### src/include/du_params.svh
`ifndef DU_PARAMS_SVH
`define DU_PARAMS_SVH

// Data path and host address widths
`define DU_XLEN          32
`define DU_ADDR_W        16
`define DU_REG_W         12

// Bank select in the upper address bits
`define DU_BANK_INTERNAL 4'h0

// Breakpoint slots
`define DU_MAX_BP        8
`define DU_BREAKPOINTS   3

// Internal register offsets, breakpoint n at base + 2n
`define DU_REG_CTRL      12'h000
`define DU_REG_HIT       12'h001
`define DU_REG_IE        12'h002
`define DU_REG_CAUSE     12'h003
`define DU_REG_BPCTRL0   12'h010
`define DU_REG_BPDATA0   12'h011

// Instruction bits 6:2
`define DU_OPC_LOAD      5'b00000
`define DU_OPC_STORE     5'b01000
`define DU_OPC_BRANCH    5'b11000

`endif
### src/rtl/du_pkg.sv
`default_nettype none

`include "du_params.svh"

package du_pkg;

  //////////////////////////////
  // Word types
  //////////////////////////////

  // Data word, also used for addresses and PCs
  typedef logic [`DU_XLEN-1:0]   word_t;

  // Host debug address, bank in the upper bits
  typedef logic [`DU_ADDR_W-1:0] dbg_addr_t;

  // Offset inside a bank
  typedef logic [`DU_REG_W-1:0]  reg_ofs_t;

  // Instruction bits 6:2
  typedef logic [4:0]            opcode_t;

  // Traps in 15:0, interrupts in 31:16
  typedef logic [31:0]           exc_vec_t;

  // One bit per breakpoint slot
  typedef logic [`DU_MAX_BP-1:0] bp_vec_t;

  //////////////////////////////
  // Breakpoint condition code
  //////////////////////////////

  typedef enum logic [2:0] {
    CC_FETCH    = 3'd0,
    CC_LD_ADR   = 3'd4,
    CC_ST_ADR   = 3'd5,
    CC_LDST_ADR = 3'd6
  } bp_cc_e;

endpackage

`default_nettype wire

### src/rtl/du_bp_if.sv
`timescale 1ns/1ps
`default_nettype none

`include "du_params.svh"

// Breakpoint and break-enable configuration from the register bank
interface du_bp_if;
  du_pkg::bp_vec_t bp_enabled;
  du_pkg::bp_cc_e  bp_cc   [`DU_MAX_BP];
  du_pkg::word_t   bp_data [`DU_MAX_BP];
  logic            instr_break_ena;
  logic            branch_break_ena;

  modport src   (output bp_enabled, bp_cc, bp_data, instr_break_ena, branch_break_ena);
  modport match (input  bp_enabled, bp_cc, bp_data, instr_break_ena, branch_break_ena);
endinterface

`default_nettype wire

### src/rtl/du_top.sv
`timescale 1ns/1ps
`default_nettype none

`include "du_params.svh"

module du_top (
  input  wire logic              clk_i,
  input  wire logic              rst_ni,
  // Host debug port
  input  wire logic              dbg_stall_i,
  input  wire logic              dbg_strb_i,
  input  wire logic              dbg_we_i,
  input  wire du_pkg::dbg_addr_t dbg_addr_i,
  input  wire du_pkg::word_t     dbg_d_i,
  output du_pkg::word_t          dbg_q_o,
  output logic                   dbg_ack_o,
  output logic                   dbg_bp_o,
  // CPU side
  output logic                   du_stall_o,
  output logic                   du_latch_nxt_pc_o,
  output logic                   du_flush_o,
  output du_pkg::word_t          du_ie_o,
  input  wire du_pkg::word_t     pd_pc_i,
  input  wire logic              bu_flush_i,
  input  wire logic              st_flush_i,
  input  wire du_pkg::opcode_t   if_opcode_i,
  input  wire logic              if_bubble_i,
  input  wire du_pkg::opcode_t   mem_opcode_i,
  input  wire logic              mem_bubble_i,
  input  wire logic              mem_exception_i,
  input  wire du_pkg::word_t     mem_adr_i,
  input  wire logic              dmem_ack_i,
  input  wire du_pkg::exc_vec_t  du_exceptions_i
);

  logic             wr_en;
  du_pkg::reg_ofs_t wr_ofs;
  du_pkg::word_t    wr_data;
  logic             rd_internal;
  du_pkg::bp_vec_t  bp_hit;
  logic             instr_hit;
  logic             branch_hit;
  du_pkg::word_t    hit;
  du_pkg::word_t    cause;

  du_bp_if bp_if ();

  du_access_decode access_decode_inst (
    .clk_i, .rst_ni, .dbg_stall_i, .dbg_strb_i, .dbg_we_i, .dbg_addr_i, .dbg_d_i,
    .wr_ofs_o(wr_ofs), .wr_data_o(wr_data), .wr_en_o(wr_en),
    .rd_internal_o(rd_internal), .dbg_ack_o
  );

  du_regs regs_inst (
    .clk_i, .rst_ni, .wr_en_i(wr_en), .wr_ofs_i(wr_ofs), .wr_data_i(wr_data),
    .du_exceptions_i, .bp_o(bp_if.src), .ie_o(du_ie_o), .cause_o(cause)
  );

  du_bp_match bp_match_inst (
    .bp_i(bp_if.match), .pd_pc_i, .bu_flush_i, .st_flush_i, .if_opcode_i, .if_bubble_i,
    .mem_opcode_i, .mem_bubble_i, .mem_exception_i, .mem_adr_i, .dmem_ack_i,
    .bp_hit_o(bp_hit), .instr_hit_o(instr_hit), .branch_hit_o(branch_hit)
  );

  du_hit_ctrl hit_ctrl_inst (
    .clk_i, .rst_ni, .dbg_stall_i, .st_flush_i,
    .wr_en_i(wr_en), .wr_ofs_i(wr_ofs), .wr_data_i(wr_data),
    .bp_hit_i(bp_hit), .instr_hit_i(instr_hit), .branch_hit_i(branch_hit),
    .du_exceptions_i, .hit_o(hit), .du_stall_o, .du_latch_nxt_pc_o, .du_flush_o, .dbg_bp_o
  );

  // Read offset is the registered host offset
  du_readback readback_inst (
    .clk_i, .rd_ofs_i(wr_ofs), .rd_internal_i(rd_internal), .bp_i(bp_if.match),
    .hit_i(hit), .ie_i(du_ie_o), .cause_i(cause), .dbg_q_o
  );

endmodule

`default_nettype wire

### src/rtl/du_readback.sv
`timescale 1ns/1ps
`default_nettype none

`include "du_params.svh"

module du_readback (
  input  wire logic             clk_i,
  input  wire du_pkg::reg_ofs_t rd_ofs_i,
  input  wire logic             rd_internal_i,
  du_bp_if.match                bp_i,
  input  wire du_pkg::word_t    hit_i,
  input  wire du_pkg::word_t    ie_i,
  input  wire du_pkg::word_t    cause_i,
  output du_pkg::word_t         dbg_q_o
);

  du_pkg::word_t rd_data;

  always_comb
  begin
    logic impl;
    rd_data = '0;
    if (rd_internal_i)
      case (rd_ofs_i)
        `DU_REG_CTRL:  rd_data = {30'b0, bp_i.branch_break_ena, bp_i.instr_break_ena};
        `DU_REG_HIT:   rd_data = hit_i;
        `DU_REG_IE:    rd_data = ie_i;
        `DU_REG_CAUSE: rd_data = cause_i;
        default:
          // Breakpoint slots, unknown offsets stay zero
          for (int n = 0; n < `DU_MAX_BP; n++)
          begin
            impl = n < `DU_BREAKPOINTS;
            if (rd_ofs_i == du_pkg::reg_ofs_t'(`DU_REG_BPCTRL0 + 2 * n))
              rd_data = {25'b0, bp_i.bp_cc[n], 2'b0, bp_i.bp_enabled[n], impl};
            if (rd_ofs_i == du_pkg::reg_ofs_t'(`DU_REG_BPDATA0 + 2 * n))
              rd_data = bp_i.bp_data[n];
          end
      endcase
  end

  always_ff @(posedge clk_i)
    dbg_q_o <= rd_data;

endmodule

`default_nettype wire

### src/rtl/du_hit_ctrl.sv
`timescale 1ns/1ps
`default_nettype none

`include "du_params.svh"

module du_hit_ctrl (
  input  wire logic             clk_i,
  input  wire logic             rst_ni,
  input  wire logic             dbg_stall_i,
  input  wire logic             st_flush_i,
  input  wire logic             wr_en_i,
  input  wire du_pkg::reg_ofs_t wr_ofs_i,
  input  wire du_pkg::word_t    wr_data_i,
  input  wire du_pkg::bp_vec_t  bp_hit_i,
  input  wire logic             instr_hit_i,
  input  wire logic             branch_hit_i,
  input  wire du_pkg::exc_vec_t du_exceptions_i,
  output du_pkg::word_t         hit_o,
  output logic                  du_stall_o,
  output logic                  du_latch_nxt_pc_o,
  output logic                  du_flush_o,
  output logic                  dbg_bp_o
);

  localparam du_pkg::bp_vec_t BpImplMask = du_pkg::bp_vec_t'((1 << `DU_BREAKPOINTS) - 1);

  logic            ss_hit_q;
  logic            br_hit_q;
  du_pkg::bp_vec_t bp_hit_q;
  logic            stall_dly;

  always_ff @(posedge clk_i or negedge rst_ni)
  begin
    if (!rst_ni)
    begin
      ss_hit_q <= 1'b0;
      br_hit_q <= 1'b0;
      bp_hit_q <= '0;
    end
    else if (wr_en_i && wr_ofs_i == `DU_REG_HIT)
    begin
      ss_hit_q <= wr_data_i[0];
      br_hit_q <= wr_data_i[1];
      bp_hit_q <= wr_data_i[8 +: `DU_MAX_BP] & BpImplMask;
    end
    else
    begin
      ss_hit_q <= instr_hit_i | (ss_hit_q & dbg_stall_i);
      br_hit_q <= branch_hit_i | (br_hit_q & dbg_stall_i);
      // Breakpoint hits stay until the host clears them
      bp_hit_q <= bp_hit_q | bp_hit_i;
    end
  end

  assign hit_o = {{(`DU_XLEN-8-`DU_MAX_BP){1'b0}}, bp_hit_q, 6'b0, br_hit_q, ss_hit_q};

  //////////////////////////////
  // CPU side
  //////////////////////////////

  assign du_stall_o = dbg_stall_i | (|hit_o);

  always_ff @(posedge clk_i or negedge rst_ni)
  begin
    if (!rst_ni)
    begin
      stall_dly <= 1'b0;
      dbg_bp_o  <= 1'b0;
    end
    else
    begin
      stall_dly <= dbg_stall_i;
      dbg_bp_o  <= ~du_flush_o & ~st_flush_i & ((|hit_o) | (|du_exceptions_i));
    end
  end

  // Entry latches the next PC, exit flushes the pipeline
  assign du_latch_nxt_pc_o = dbg_stall_i & ~stall_dly;
  assign du_flush_o        = ~dbg_stall_i & stall_dly;

  // Unimplemented slots never match
  bp_hit_impl_only: assert property (@(posedge clk_i) disable iff (!rst_ni)
    (bp_hit_i & ~BpImplMask) == '0);

endmodule

`default_nettype wire

### src/rtl/du_bp_match.sv
`timescale 1ns/1ps
`default_nettype none

`include "du_params.svh"

module du_bp_match (
  du_bp_if.match                bp_i,
  input  wire du_pkg::word_t    pd_pc_i,
  input  wire logic             bu_flush_i,
  input  wire logic             st_flush_i,
  input  wire du_pkg::opcode_t  if_opcode_i,
  input  wire logic             if_bubble_i,
  input  wire du_pkg::opcode_t  mem_opcode_i,
  input  wire logic             mem_bubble_i,
  input  wire logic             mem_exception_i,
  input  wire du_pkg::word_t    mem_adr_i,
  input  wire logic             dmem_ack_i,
  output du_pkg::bp_vec_t       bp_hit_o,
  output logic                  instr_hit_o,
  output logic                  branch_hit_o
);

  logic mem_read;
  logic mem_write;

  // Single step and branch break on the fetch stage
  assign instr_hit_o  = bp_i.instr_break_ena & ~if_bubble_i;
  assign branch_hit_o = bp_i.branch_break_ena & ~if_bubble_i
                      & (if_opcode_i == `DU_OPC_BRANCH);

  // Valid memory instruction in flight
  assign mem_read  = ~mem_exception_i & ~mem_bubble_i & (mem_opcode_i == `DU_OPC_LOAD);
  assign mem_write = ~mem_exception_i & ~mem_bubble_i & (mem_opcode_i == `DU_OPC_STORE);

  always_comb
  begin
    logic adr_eq;
    bp_hit_o = '0;
    for (int n = 0; n < `DU_MAX_BP; n++)
    begin
      adr_eq = (mem_adr_i == bp_i.bp_data[n]) & dmem_ack_i;
      if (bp_i.bp_enabled[n])
        case (bp_i.bp_cc[n])
          du_pkg::CC_FETCH:
            bp_hit_o[n] = (pd_pc_i == bp_i.bp_data[n]) & ~bu_flush_i & ~st_flush_i;
          du_pkg::CC_LD_ADR:   bp_hit_o[n] = adr_eq & mem_read;
          du_pkg::CC_ST_ADR:   bp_hit_o[n] = adr_eq & mem_write;
          du_pkg::CC_LDST_ADR: bp_hit_o[n] = adr_eq & (mem_read | mem_write);
          default:             bp_hit_o[n] = 1'b0;
        endcase
    end
  end

endmodule

`default_nettype wire

### src/rtl/du_regs.sv
`timescale 1ns/1ps
`default_nettype none

`include "du_params.svh"

module du_regs (
  input  wire logic             clk_i,
  input  wire logic             rst_ni,
  input  wire logic             wr_en_i,
  input  wire du_pkg::reg_ofs_t wr_ofs_i,
  input  wire du_pkg::word_t    wr_data_i,
  input  wire du_pkg::exc_vec_t du_exceptions_i,
  du_bp_if.src                  bp_o,
  output du_pkg::word_t         ie_o,
  output du_pkg::word_t         cause_o
);

  logic instr_ena_q;
  logic branch_ena_q;

  // Index of the lowest set bit, zero when none is set
  function automatic logic [3:0] lowest_set(input logic [15:0] v);
    logic [3:0] idx;
    idx = 4'd0;
    for (int i = 15; i >= 0; i--)
      if (v[i]) idx = 4'(i);
    return idx;
  endfunction

  //////////////////////////////
  // CTRL and IE
  //////////////////////////////

  always_ff @(posedge clk_i or negedge rst_ni)
  begin
    if (!rst_ni)
    begin
      instr_ena_q  <= 1'b0;
      branch_ena_q <= 1'b0;
      ie_o         <= '0;
    end
    else if (wr_en_i)
    begin
      if (wr_ofs_i == `DU_REG_CTRL)
      begin
        instr_ena_q  <= wr_data_i[0];
        branch_ena_q <= wr_data_i[1];
      end
      if (wr_ofs_i == `DU_REG_IE)
        ie_o <= wr_data_i;
    end
  end

  assign bp_o.instr_break_ena  = instr_ena_q;
  assign bp_o.branch_break_ena = branch_ena_q;

  // Host write wins, then traps, then interrupts
  always_ff @(posedge clk_i or negedge rst_ni)
  begin
    if (!rst_ni)
      cause_o <= '0;
    else if (wr_en_i && wr_ofs_i == `DU_REG_CAUSE)
      cause_o <= wr_data_i;
    else if (|du_exceptions_i[15:0])
      cause_o <= du_pkg::word_t'(lowest_set(du_exceptions_i[15:0]));
    else if (|du_exceptions_i[31:16])
      cause_o <= {1'b1, {(`DU_XLEN-5){1'b0}}, lowest_set(du_exceptions_i[31:16])};
  end

  //////////////////////////////
  // Breakpoint slots
  //////////////////////////////

  for (genvar n = 0; n < `DU_MAX_BP; n++)
  begin : gen_bp
    if (n < `DU_BREAKPOINTS)
    begin : gen_impl
      logic           en_q;
      du_pkg::bp_cc_e cc_q;
      du_pkg::word_t  data_q;

      always_ff @(posedge clk_i or negedge rst_ni)
      begin
        if (!rst_ni)
        begin
          en_q   <= 1'b0;
          cc_q   <= du_pkg::CC_FETCH;
          data_q <= '0;
        end
        else if (wr_en_i)
        begin
          if (wr_ofs_i == du_pkg::reg_ofs_t'(`DU_REG_BPCTRL0 + 2 * n))
          begin
            en_q <= wr_data_i[1];
            cc_q <= du_pkg::bp_cc_e'(wr_data_i[6:4]);
          end
          if (wr_ofs_i == du_pkg::reg_ofs_t'(`DU_REG_BPDATA0 + 2 * n))
            data_q <= wr_data_i;
        end
      end

      assign bp_o.bp_enabled[n] = en_q;
      assign bp_o.bp_cc[n]      = cc_q;
      assign bp_o.bp_data[n]    = data_q;
    end
    else
    begin : gen_unimpl
      assign bp_o.bp_enabled[n] = 1'b0;
      assign bp_o.bp_cc[n]      = du_pkg::CC_FETCH;
      assign bp_o.bp_data[n]    = '0;
    end
  end

endmodule

`default_nettype wire

### src/rtl/du_access_decode.sv
`timescale 1ns/1ps
`default_nettype none

`include "du_params.svh"

module du_access_decode (
  input  wire logic              clk_i,
  input  wire logic              rst_ni,
  input  wire logic              dbg_stall_i,
  input  wire logic              dbg_strb_i,
  input  wire logic              dbg_we_i,
  input  wire du_pkg::dbg_addr_t dbg_addr_i,
  input  wire du_pkg::word_t     dbg_d_i,
  output du_pkg::reg_ofs_t       wr_ofs_o,
  output du_pkg::word_t          wr_data_o,
  output logic                   wr_en_o,
  output logic                   rd_internal_o,
  output logic                   dbg_ack_o
);

  logic       strb_dly;
  logic       sel_internal;
  logic       access;
  logic       wr_pulse;
  logic [2:0] ack_sr;

  // Bank select from the upper address bits
  assign sel_internal = dbg_addr_i[`DU_ADDR_W-1:`DU_REG_W] == `DU_BANK_INTERNAL;

  // Other banks only answer while the CPU is halted
  assign access   = dbg_strb_i & (sel_internal | dbg_stall_i);
  assign wr_pulse = access & ~strb_dly & dbg_we_i;

  always_ff @(posedge clk_i or negedge rst_ni)
  begin
    if (!rst_ni)
    begin
      strb_dly      <= 1'b0;
      wr_en_o       <= 1'b0;
      rd_internal_o <= 1'b0;
    end
    else
    begin
      strb_dly      <= dbg_strb_i;
      wr_en_o       <= wr_pulse & sel_internal;
      rd_internal_o <= sel_internal;
    end
  end

  always_ff @(posedge clk_i)
  begin
    wr_ofs_o  <= dbg_addr_i[`DU_REG_W-1:0];
    wr_data_o <= dbg_d_i;
  end

  //////////////////////////////
  // Acknowledge, third edge after the access
  //////////////////////////////

  always_ff @(posedge clk_i or negedge rst_ni)
  begin
    if (!rst_ni)
      ack_sr <= 3'b000;
    else
      ack_sr <= {3{access & ~dbg_ack_o}} & {1'b1, ack_sr[2:1]};
  end

  assign dbg_ack_o = ack_sr[0];

  // Host keeps the address steady while the strobe waits for the acknowledge
  strb_addr_stable: assert property (@(posedge clk_i) disable iff (!rst_ni)
    dbg_strb_i && !dbg_ack_o |=> !dbg_strb_i || $stable(dbg_addr_i));

endmodule

`default_nettype wire

### config.mk
export PLATFORM = sky130hd
export DESIGN_NAME = du_top
export DESIGN_NICKNAME = d
export VERILOG_FILES = /design/src/rtl/du_pkg.sv /design/src/rtl/du_bp_if.sv /design/src/rtl/du_top.sv /design/src/rtl/du_readback.sv /design/src/rtl/du_hit_ctrl.sv /design/src/rtl/du_bp_match.sv /design/src/rtl/du_regs.sv /design/src/rtl/du_access_decode.sv
export VERILOG_INCLUDE_DIRS = /design/src /design/src/include
export SDC_FILE = /design/constraint.sdc
export NUM_CORES = 1
export LEC_CHECK = 0
export BUFFER_PORTS_ARGS = -buffer_cell sky130_fd_sc_hd__buf_2
export CORE_MARGIN = 2
export CORE_UTILIZATION = 35
export DETAILED_ROUTE_END_ITERATION = 12
export PLACE_DENSITY = 0.66
export SLEW_MARGIN = 0
export SYNTH_ARGS = -nofsm -noshare
export SYNTH_HDL_FRONTEND = slang
export SYNTH_SLANG_ARGS = --single-unit
### constraint.sdc
create_clock -name clk_i -period 4.3 [get_ports clk_i]
set_clock_uncertainty 0.05 [all_clocks]
set_input_delay 0.645 -clock clk_i [delete_from_list [all_inputs] [get_ports clk_i]]
set_output_delay 0.645 -clock clk_i [all_outputs]
set_load 0.03 [all_outputs]
==> metrics list, run 1 <==
* Unrepaired setup endpoints after global routing: no
- After clock tree synthesis, the clock-pin slew on the worst setup and hold paths is 0.06 ns.
- During I/O placement, the number of pins put on the boundary was 234.
- CTS saw 263 sinks.
- Vias in the first global route: 9631
- Dpl hpwl: 32.6 mm
- Fraction of the yosys area taken by sequential cells: 50.6%
- The count of final hold-check violations was 0.
- First-pass iteration count of the detailed router: 8
- Crit-path max FO: 19
* Antenna Violating Nets Remaining: 0
* Final instance area: 15000 um^2
* Final setup violating endpoints: 0
- For this run, the top clock speed supported by timing is 344 MHz.
- Maximum number of pins on one net before global-route repair: 94
* Final #Nets: 1434
- Min Tclk post-route: 2.90 ns
- Worst Setup End Kind: flip-flop
- Arrival time at the worst endpoint: 3.30 ns
- VDD IR-drop max: 0.000293 V
- Top-area cell type share of the netlist area: 38.2%
* Number of enable flip-flop cells after synthesis: 0
* Synthesized flop and latch total: 263
* Die Wd: 191 um
* Measured slew at the worst slew-check pin: 1.04 ns
- Cell count after placement: 1692
* Share of total power in the clock network: 48.8%
* Leak pwr: 6.98 nW
- The count of final max-slew check failures came to 0.
- Area growth from synthesis to layout: 22.7%
- Final routed DRC violation total: 0
- The congestion estimate from routability-driven global placement came to 0.962.
- Global routing finished with a remaining overflow of 0.
- The flow ran to the end, and the final reports show no timing, DRC or antenna violations.
- Post-Route Utilization: 43.6%
- Measured along the y axis, the die boundary spans 191 um.
* Post-Place Setup Slack: 1.16 ns
- # rows: 68
- The first routing iteration left 858 violations.
- After detailed routing, the average wire length per cell comes to 24.4 um.
- The initial antenna violation count is 12.
- Yosys top cell by area: sky130_fd_sc_hd__dfrtp_1
- The routed design has 42.8 mm of wire.
- A synthesized cell averages 11.9 um^2.
- Overall Power: 5.57 mW
- Summing every instance area after synthesis gives 12200 um^2.
* Die Area: 36500 um^2
- Dividing the final minimum period by the clock period gives 67.5%.
* P_int: 4.31 mW
- The root buffer cell chosen for the clock tree is sky130_fd_sc_hd__clkbuf_16.
- Setup bufs post-CTS: 0
* Dominant cell by count in the synthesized netlist: sky130_fd_sc_hd__dfrtp_1
- Pwr per Cell Area: 371 nW/um^2
* Core area: 34500 um^2
* Hold Worst Slack: 0.136 ns
* Share of total power in combinational logic: 5.9%
- Count of cell types in the netlist: 52
- For this configuration, the core starts out at a cell density of 35.5%.
* Class of the worst hold path: primary input to flip-flop
* Final std cells w/o fill: 1753
- After synthesis, the share of flip-flops with an asynchronous set or reset is 71.1%.
- The first global-routing pass estimated 62.6 mm of wire.
- CTS max path bufs: 3
- In the post-route analysis, the smallest setup slack over all paths is 1.40 ns.
* Most frequently used flop master after synthesis: sky130_fd_sc_hd__dfrtp_1
- Input and output buffers added on the ports amount to 233.
- During synthesis, Yosys emitted a total of 0 warnings.
* Fraction of power consumed by sequential logic: 45.3%
- Via total after detailed routing: 9623
* Total cell area at the placement stage: 13900 um^2
* Routed via count divided by cell count: 5.49
- Net Switching: 1.26 mW
- By count the netlist is led by 187 x sky130_fd_sc_hd__dfrtp_1, 113 x sky130_fd_sc_hd__mux2_2, 104 x sky130_fd_sc_hd__xnor2_1.
* Clock latency reported for the late side of the worst-skew pair: 0.56 ns
- Proportion of total power due to net switching: 22.6%
- Layout cell share with drive strength beyond 1: 32.9%
- The tool flagged a number of max-cap violations equal to 0.
* Depth of the CTS H-tree: 1
- Final sum of negative setup slack: 0 ns
* Post-synthesis net count: 1197
- Critical Setup Path Class: flip-flop to flip-flop
- Counting every instance in the synthesized netlist gives 1032.
- Sorting the synthesized cells by area gives the leading types as sky130_fd_sc_hd__dfrtp_1 38%, sky130_fd_sc_hd__dfxtp_1 12%, sky130_fd_sc_hd__mux2_2 10%, sky130_fd_sc_hd__xnor2_1 7.4%, sky130_fd_sc_hd__xor2_1 6.2%.
- Data on the critical path is required at its endpoint by 4.69 ns.
- TritonCTS built the clock tree.
- Worst relative slew slack: 30.7%
- Overall Global Routing Usage: 23.3%
- Sort of element at the start of the critical path: flip-flop
- CTS buffer count: 29
cell usage in the layout (no fill, tap or decap), types with 3 or more instances in the layout:
master,n
sky130_fd_sc_hd__buf_2,232
sky130_fd_sc_hd__nand2_2,3
sky130_fd_sc_hd__nor2b_1,9
sky130_fd_sc_hd__or4_1,3
sky130_fd_sc_hd__a31oi_1,5
sky130_fd_sc_hd__and2_1,5
sky130_fd_sc_hd__and3_1,3
sky130_fd_sc_hd__nand4_1,33
sky130_fd_sc_hd__dfrtp_1,187
sky130_fd_sc_hd__mux2_1,32
sky130_fd_sc_hd__nor3_1,8
sky130_fd_sc_hd__bufinv_16,5
sky130_fd_sc_hd__nor4_1,32
sky130_fd_sc_hd__o31ai_1,4
sky130_fd_sc_hd__mux2_2,113
sky130_fd_sc_hd__clkbuf_1,5
sky130_fd_sc_hd__nand3_1,10
sky130_fd_sc_hd__clkinv_2,3
sky130_fd_sc_hd__xnor2_1,104
sky130_fd_sc_hd__o21ai_0,12
sky130_fd_sc_hd__nand2b_1,7
sky130_fd_sc_hd__buf_4,14
sky130_fd_sc_hd__nor3_4,3
sky130_fd_sc_hd__a211oi_1,5
sky130_fd_sc_hd__clkbuf_16,29
sky130_fd_sc_hd__diode_2,6
sky130_fd_sc_hd__clkbuf_8,9
sky130_fd_sc_hd__mux4_2,4
sky130_fd_sc_hd__a222oi_1,30
sky130_fd_sc_hd__a21oi_1,53
sky130_fd_sc_hd__inv_1,14
sky130_fd_sc_hd__xor2_1,86
sky130_fd_sc_hd__nor2_1,35
sky130_fd_sc_hd__nand2_1,27
sky130_fd_sc_hd__a22oi_1,30
sky130_fd_sc_hd__dfxtp_1,76
sky130_fd_sc_hd__a22o_1,30
critical path, stage by stage (launching register included):
cell,delay [ns]
sky130_fd_sc_hd__dfxtp_1,0.80
sky130_fd_sc_hd__nand2_1,0.28
sky130_fd_sc_hd__nor3_4,0.88
sky130_fd_sc_hd__nand2_1,0.17
sky130_fd_sc_hd__buf_4,0.28
sky130_fd_sc_hd__mux2_2,0.31
power by group through the flow:
stage          clock network (mW)  logic (mW)  registers [mW]
2_1_floorplan                   0       0.119            2.56
3_3_place_gp                    0       0.326            2.57
3_5_place_dp                    0       0.326            2.57
4_1_cts                      2.77       0.329            2.53
5_1_grt                      2.86       0.353            2.53
6_report                     2.72       0.328            2.53
kinds of logic after synthesis:
kind of cell,synth area share [%]
AOI/OAI and AO/OA,10.7
xor gates and xnor gates,13.6
buffers and inverters,2.03
DFF,50.6
muxes,14.2
and+or+nand+nor,8.84
flip-flops by register name, summed over array words and instances, names as in the netlist, 9 cells and up:
register / cells
access_decode_inst.wr_data_o: 32
access_decode_inst.wr_ofs_o: 12
readback_inst.dbg_q_o: 32
regs_inst.cause_o: 32
regs_inst.gen_bp.gen_impl.cc_q: 9
regs_inst.gen_bp.gen_impl.data_q: 96
regs_inst.ie_o: 32
cell type report:
class / count / area [um^2]
fill: 3290 / 19400
sequential: 263 / 6200
multi-input combinational: 712 / 5820
timing repair buffer: 249 / 1310
clock buffer: 43 / 868
tap: 455 / 569
clock inverter: 11 / 190
inverter: 14 / 52.6
antenna: 6 / 15.0
metal layers:
metal | track usage [%] | vias to the layer above | wire length (um)
met5 | 0 | - | 95
met2 | 38.1 | 352 | 20300
li1 | - | 4304 | -
met3 | 5.05 | 75 | 3120
met4 | 5.93 | 14 | 998
met1 | 31.2 | 4878 | 18300
path summary, 6_finish.rpt:
kind,from,endpoint,slack (ns),cells after the start
hold / removal,dbg_d_i[13],access_decode_inst.wr_data_o[13],0.14,1
hold reg to reg,access_decode_inst.ack_sr[1],access_decode_inst.ack_sr[0],0.40,1
min in group asynchronous,rst_ni,access_decode_inst.strb_dly,0.56,2
max in group asynchronous,rst_ni,regs_inst.ie_o[25],2.64,3
setup reg to reg,access_decode_inst.wr_ofs_o[1],regs_inst.gen_bp[1].gen_impl.data_q[19],1.40,5
setup / recovery,access_decode_inst.wr_ofs_o[1],regs_inst.gen_bp[1].gen_impl.data_q[19],1.40,5
repair_timing:
| action | CTS | global route |
|---|---|---|
| hold buffers | 1 | 0 |
| endpoints found under the setup margin | 0 | 0 |
| hold endpoints to repair | 47 | 0 |
| gates resized for setup | 0 | 0 |
Note: power is estimated with default switching activity, not from simulation.
==> run 2: changes to the inputs <==
clock period = 2.9 ns   (was 4.3 ns; I/O delays follow)
==> run 2 against run 1 <==
Critical path depth shrank 2. Final cell count is 3.6% higher. Largest cell class unchanged. Die area stayed put. Global-route usage grew 0.069 points. Via count rose by 1.8%. First-iteration DRC count up 4.9%. Sequential share of layout area is 1.2 points lower. Non-clock buffer count up 56.
==> metrics list, run 2 (synthesis results as in run 1) <==
- For this run, global-route usage on met1 was measured as 31.0%.
* Arrival time at the worst endpoint: 2.06 ns
- The design draws 7.80 mW.
* Worst Setup SP: hit_ctrl_inst.bp_hit_q[2]
- Unrepaired setup endpoints after global routing: no
* Sequential cell area in the final layout: 6200 um^2
- Class of the worst hold path: primary input to flip-flop
- Proportion of total power due to net switching: 23.9%
* Slew Limit Fails: 0
* Share of total power in combinational logic: 7.0%
* Vias in the first global route: 9894
- The flow ran to the end, and the final reports show no timing, DRC or antenna violations.
- Sequential cells account for 48.0% of the total power.
* Post-Route Utilization: 44.9%
- Die Area: 36500 um^2
- The critical path in this run is classified as flip-flop to output pin.
- At the pin with the least slew margin, the transition time is 0.587 ns.
- The critical path ends at du_stall_o.
* Worst Setup End Kind: output pin
- Effective utilization at floorplan: 35.5%
* Number of antenna violations at the first check in global routing: 15
* Area growth from synthesis to layout: 26.2%
* Sort of element at the start of the critical path: flip-flop
- Period utilization: 87.9%
- After detailed routing, the number of remaining DRC violations is 0.
- Largest reg by FF count: regs_inst.gen_bp.gen_impl.data_q
- TritonCTS clock tree: built
* Overall overflow remaining after global route: 0
- The detail route stage leaves a number of antenna-violating nets equal to 0.
- Share of total power in the clock network: 45.0%
* P_int: 5.94 mW
- Most frequent standard cell in the layout excluding fill and tap cells: sky130_fd_sc_hd__buf_2
* Area of the multi-input gates: 5820 um^2
- Wires add up to 42.9 mm.
- Post-CTS sizing: 0
- In the layout the commonest cells are 232 x sky130_fd_sc_hd__buf_2, 187 x sky130_fd_sc_hd__dfrtp_1, 113 x sky130_fd_sc_hd__mux2_2.
- Clock Pin Slew Worst Setup and Hold Paths: 0.06 ns
- For this design the total switching power over the nets is 1.86 mW.
- Met2 global-route usage: 37.5%
* # rows: 68
- Total cell area at the placement stage: 14000 um^2
* Leak pwr: 7.17 nW
- Buffers added to address setup during post-CTS repair amount to 0.
- Layout cell share with drive strength beyond 1: 31.7%
- Core area: 34500 um^2
* Maxcap violations: 0
- The global routing stage identified its most utilized layer as met2.
- The clock period could shrink to 2.55 ns.
- After detailed routing, the average wire length per cell comes to 23.6 um.
- Entering global routing, the biggest net connects 69 pins.
* Worst R2R Start: access_decode_inst.wr_ofs_o[11]
- Die Span Y: 191 um
* Pwr per Cell Area: 505 nW/um^2
- Routing usage on met3: 5.27%
- The detailed router finished its first iteration with 900 violations.
- The worst pin sits at a relative slew slack of 60.7%.
* Overall Global Routing Usage: 23.3%
* Final sum of negative setup slack: 0 ns
- Counting along the longest clock path gives a buffer depth of 3.
- 234 I/O pins were placed.
- Wire length of the first global-routing pass: 62.9 mm
* Via total after detailed routing: 9800
* Depth of the CTS H-tree: 1
* Final instance area: 15500 um^2
- VDD IR-drop max: 0.000437 V
* Port Buffers: 233
- The floorplan step set the die width to 191 um.
- Final count of hold timing violations: 0
* Dpl hpwl: 32.5 mm
* CTS Hold Bufs: 49
- Dividing the detail-routed via count by the number of cells gives 5.40.
* Final #Nets: 1490
- The clock drives 263 sinks.
- The congestion estimate from routability-driven global placement came to 0.976.
* Worst reg-to-reg setup slack: 0.59 ns
- Setup violations remaining at the end of the flow were counted as 0.
* Cell at the root of the clock tree: sky130_fd_sc_hd__clkbuf_16
- Clock latency reported for the late side of the worst-skew pair: 0.57 ns
- Measured in cells, the most critical reg-to-reg path has a length of 7.
- Number of filler instances in the final layout: 3262
* Critical path data required time: 2.41 ns
- CTS buffer count: 29
- F_max: 392 MHz
* Max FFs per register: 96
- Crit-path max FO: 3
- The first detailed-routing pass ran for 6 iterations.
- Destination of the worst register-to-register timing path: regs_inst.gen_bp[2].gen_impl.data_q[26]
==> run 2: cell count changes in the layout (fill, tap and decap cells not counted), sizes merged <==
cell	change
buf	+8
clkinv	+3
bufinv	-5
clkinvlp	-1
diode	+7
clkbuf	+3
dlygate4sd3	+48
==> run 2: cell type report <==
class                           instances  area share (%)
Tap cell                              455            3.68
Timing Repair Buffer                  305            12.2
Multi-Input combinational cell        712            37.6
Inverter                               14           0.340
Clock inverter                          8           0.332
Antenna cell                           13           0.210
Clock buffer                           46            5.50
Sequential cell                       263            40.1
==> run 2: power by group through the flow <==
| stage | Combinational, mW | Clock [mW] | Sequential [mW] |
|---|---|---|---|
| 2_1_floorplan | 0.177 | 0 | 3.79 |
| 3_3_place_gp | 0.493 | 0 | 3.81 |
| 3_5_place_dp | 0.494 | 0 | 3.81 |
| 4_1_cts | 0.547 | 3.56 | 3.74 |
| 5_1_grt | 0.590 | 3.72 | 3.75 |
| 6_report | 0.548 | 3.51 | 3.74 |
==> run 2: worst max-delay path, stage by stage (launching register included) <==
cell and delay [ns]:
sky130_fd_sc_hd__dfrtp_1 0.43, sky130_fd_sc_hd__or4_1 0.56, sky130_fd_sc_hd__or3_1 0.33, sky130_fd_sc_hd__buf_2 0.18
==> run 2: how the worst min path moves through the flow <==
stage / startpoint / end / slack, ns / depth (start not counted)
detailed placement: rst_ni / access_decode_inst.ack_sr[2] / 0.30 / 1
CTS: dbg_stall_i / hit_ctrl_inst.stall_dly / 0.007 / 1
floorplan: rst_ni / access_decode_inst.ack_sr[0] / 0.09 / 0
global placement: rst_ni / regs_inst.cause_o[31] / 0.30 / 1
finish: dbg_stall_i / hit_ctrl_inst.stall_dly / 0.02 / 1
global route: dbg_stall_i / hit_ctrl_inst.stall_dly / 0.01 / 1
==> run 2: metrics by stage <==
stage          cells  setup WS (ns)  hold slack, ns
2_1_floorplan   1032          0.978          0.0894
3_3_place_gp    1700          0.512           0.302
3_5_place_dp    1700          0.437           0.303
4_1_cts         1803          0.330         0.00687
5_1_grt         1810          0.304          0.0149
6_report        1816          0.352          0.0247
==> run 2: metal layers <==
layer | part of all wire (%) | vias up
met1 | 42 | 4883
met4 | 3.0 | 10
li1 | - | 4419
met5 | 0.14 | -
met2 | 47 | 403
met3 | 8.1 | 85
==> run 3: changes to the inputs <==
CORE_MARGIN = 1   (was 2)
==> run 3 against run 2 <==
Routed wire length increased by 0.37%. Clock-buffer cell count shrank 8. Setup slack gained 0.0079 ns. Critical path depth did not move. Register-to-register slack better by 0.02 ns. Sequential share of layout area down 0.29 points. Non-clock buffer count up 5. Total power up 4.1%. Worst hold slack improved by 0.015 ns. Combinational power is 1% higher. Global-route usage grew 0.69 points. Largest power group is now clock. Highest routed layer unchanged.
==> metrics list, run 3 (synthesis results as in run 1) <==
- Period utilization: 87.6%
- Overall overflow remaining after global route: 0
- Max FFs per register: 96
- Global placement routability congestion: 1.02
* Clock latency reported for the late side of the worst-skew pair: 0.57 ns
* Arrival time at the worst endpoint: 2.05 ns
- Met2 routed wirelength: 20.6 mm
- Post-CTS sizing: 0
* Vias in the first global route: 10060
- The worst setup path is captured at an output pin.
- Leaving out fill and tap cells, the most frequent cell in the layout is sky130_fd_sc_hd__buf_2.
- Commonest cells after routing, fill and taps aside: 232 x sky130_fd_sc_hd__buf_2, 187 x sky130_fd_sc_hd__dfrtp_1, 113 x sky130_fd_sc_hd__mux2_2
- Sort of element at the start of the critical path: flip-flop
- CTS buffer count: 29
* Critical path buffers and inverters: 1
- Antenna Violating Nets Remaining: 0
- Final routed DRC violation total: 0
- In this run the clock root is driven by a sky130_fd_sc_hd__clkbuf_16.
* Die Wd: 189 um
- Final setup violating endpoints: 0
* Wire length on met1: 18.5 mm
* Hold Worst Slack: 0.0400 ns
- From synthesis to final layout, the design area changed by 27.2%.
* Pwr per Cell Area: 521 nW/um^2
* I/O Pins: 234
- At the pin with the least slew margin, the transition time is 0.785 ns.
- The count of final hold-check violations came to 0.
- The signal on the critical path passes through or4_1, or3_1, buf_2.
- Min Tclk post-route: 2.54 ns
- Routed signal wires occupy layers up through met5.
- Counting every sink on the clock net gives 263.
- The analysis attributes to cell leakage a power of 7.24 nW.
- Timing would allow up to 394 MHz.
- Critical Setup Path Class: flip-flop to output pin
- CTS built an H-tree with a depth of 1.
* TritonCTS clock tree: built
- The path class of the tightest hold or removal check is primary input to flip-flop.
- Total cell area at the placement stage: 14100 um^2
- The initial utilization of the core area, before any placement, comes to 35.5%.
- In the final routed layout, each cell accounts on average for 23.8 um.
* # rows: 68
* Final instance area: 15600 um^2
- The run finished with clean final reports.
- Routed Wire Length: 43.1 mm
- Maximum number of pins on one net before global-route repair: 72
- The layout has 3232 filler cells.
- Die Area: 35700 um^2
- The initial antenna violation count was 11.
- On the worst path, the slowest cell contributes a delay of 0.58 ns.
- The tool flagged a number of max-cap violations equal to 0.
- On the critical path, the stage with the largest delay is an instance of sky130_fd_sc_hd__or4_1.
* Core area: 34500 um^2
- Post-Route Utilization: 45.2%
- Of the cells placed in the final design, the portion with a size suffix greater than 1 is 32.4%.
- In this run the deepest clock path goes through 3 buffers.
* Routed via count divided by cell count: 5.43
- VDD IR-drop max: 0.000414 V
- After clock tree synthesis, the setup repair step added 0 buffers.
- Global routing used 24.0% of the available tracks.
* Worst relative slew slack: 47.6%
* Crit-path max FO: 3
* Routed length on met3: 2.78 mm
- The detailed router placed 9832 vias in this run.
* First-pass iteration count of the detailed router: 6
- Final #Nets: 1495
- Setup repair after global routing left no endpoint under its margin.
- Port Buffers: 233
- Largest reg by FF count: regs_inst.gen_bp.gen_impl.data_q
- Final sum of negative setup slack: 0 ns
* Die Span Y: 189 um
- After the first detailed-routing iteration, the DRC count stood at 806.
* Clock Pin Slew Worst Setup and Hold Paths: 0.06 ns
- The first global-routing pass estimated 64.1 mm of wire.
- Dpl hpwl: 32.8 mm
- Slew Limit Fails: 0
* Delay-heaviest family, CP: simple AND/OR/NAND/NOR gates
* Critical path data required time: 2.41 ns
-- run 3: cell types whose count changed in the layout (fill, tap and decap cells not counted), sizes merged --
cell | before | now
diode | 13 | 5
buf | 256 | 261
clkinv | 7 | 8
bufinv | 0 | 3
clkbuf | 46 | 38
clkinvlp | 0 | 1
inv | 15 | 17
-- run 3: worst paths after layout --
path	slack [ns]	to	cells past startpoint	start
min in group asynchronous	0.43	regs_inst.ie_o[27]	2	rst_ni
worst min register to register	0.40	access_decode_inst.ack_sr[0]	1	access_decode_inst.ack_sr[1]
worst max register to register	0.61	regs_inst.cause_o[3]	7	access_decode_inst.wr_ofs_o[11]
max in group asynchronous	1.61	hit_ctrl_inst.dbg_bp_o	3	rst_ni
worst min-delay path	0.04	hit_ctrl_inst.stall_dly	1	dbg_stall_i
worst max-delay path	0.36	du_stall_o	3	hit_ctrl_inst.ss_hit_q
-- run 3: final cells by class --
cell class	count	area, um^2	share of cell area, %
flip-flops and latches	263	6200	39.8
multi-input cells	712	5820	37.4
repair buffers	310	1920	12.4
clock buffers	38	821	5.27
well taps	455	569	3.66
clock inverters	15	174	1.12
inverters	14	52.6	0.338
diodes	5	12.5	0.0804
-- run 3: through the flow --
stage,cells,power (mW),worst slack [ns]
2_1_floorplan,1032,3.97,0.978
3_3_place_gp,1705,4.31,0.510
3_5_place_dp,1705,4.31,0.456
4_1_cts,1807,8.20,0.320
5_1_grt,1809,8.40,0.300
6_report,1812,8.12,0.360
-- run 3: what timing repair did --
action                                  in CTS  in global routing
endpoints found under the setup margin       0                  0
hold endpoints to repair                   113                  0
hold buffers                                49                  0
-- run 3: worst reg2reg max path: cells and delay by family (launching register included) --
| family | cells | cell delay (ns) |
|---|---|---|
| buf+inv | 1 | 0.21 |
| flops | 1 | 0.32 |
| simple gates | 5 | 1.29 |
| compound gates | 1 | 0.32 |
-- run 3: power breakdown --
part | switching [mW] | internal, mW
logic | 0.310 | 0.244
registers | 0.0498 | 3.69
clock network | 1.55 | 2.27
total | 1.91 | 6.21
-- run 3: routing by layer --
layer	up-vias	global-route usage [%]
met4	12	6.51
li1	4406	-
met1	4996	31.9
met3	76	4.56
met5	-	0
met2	342	39.9
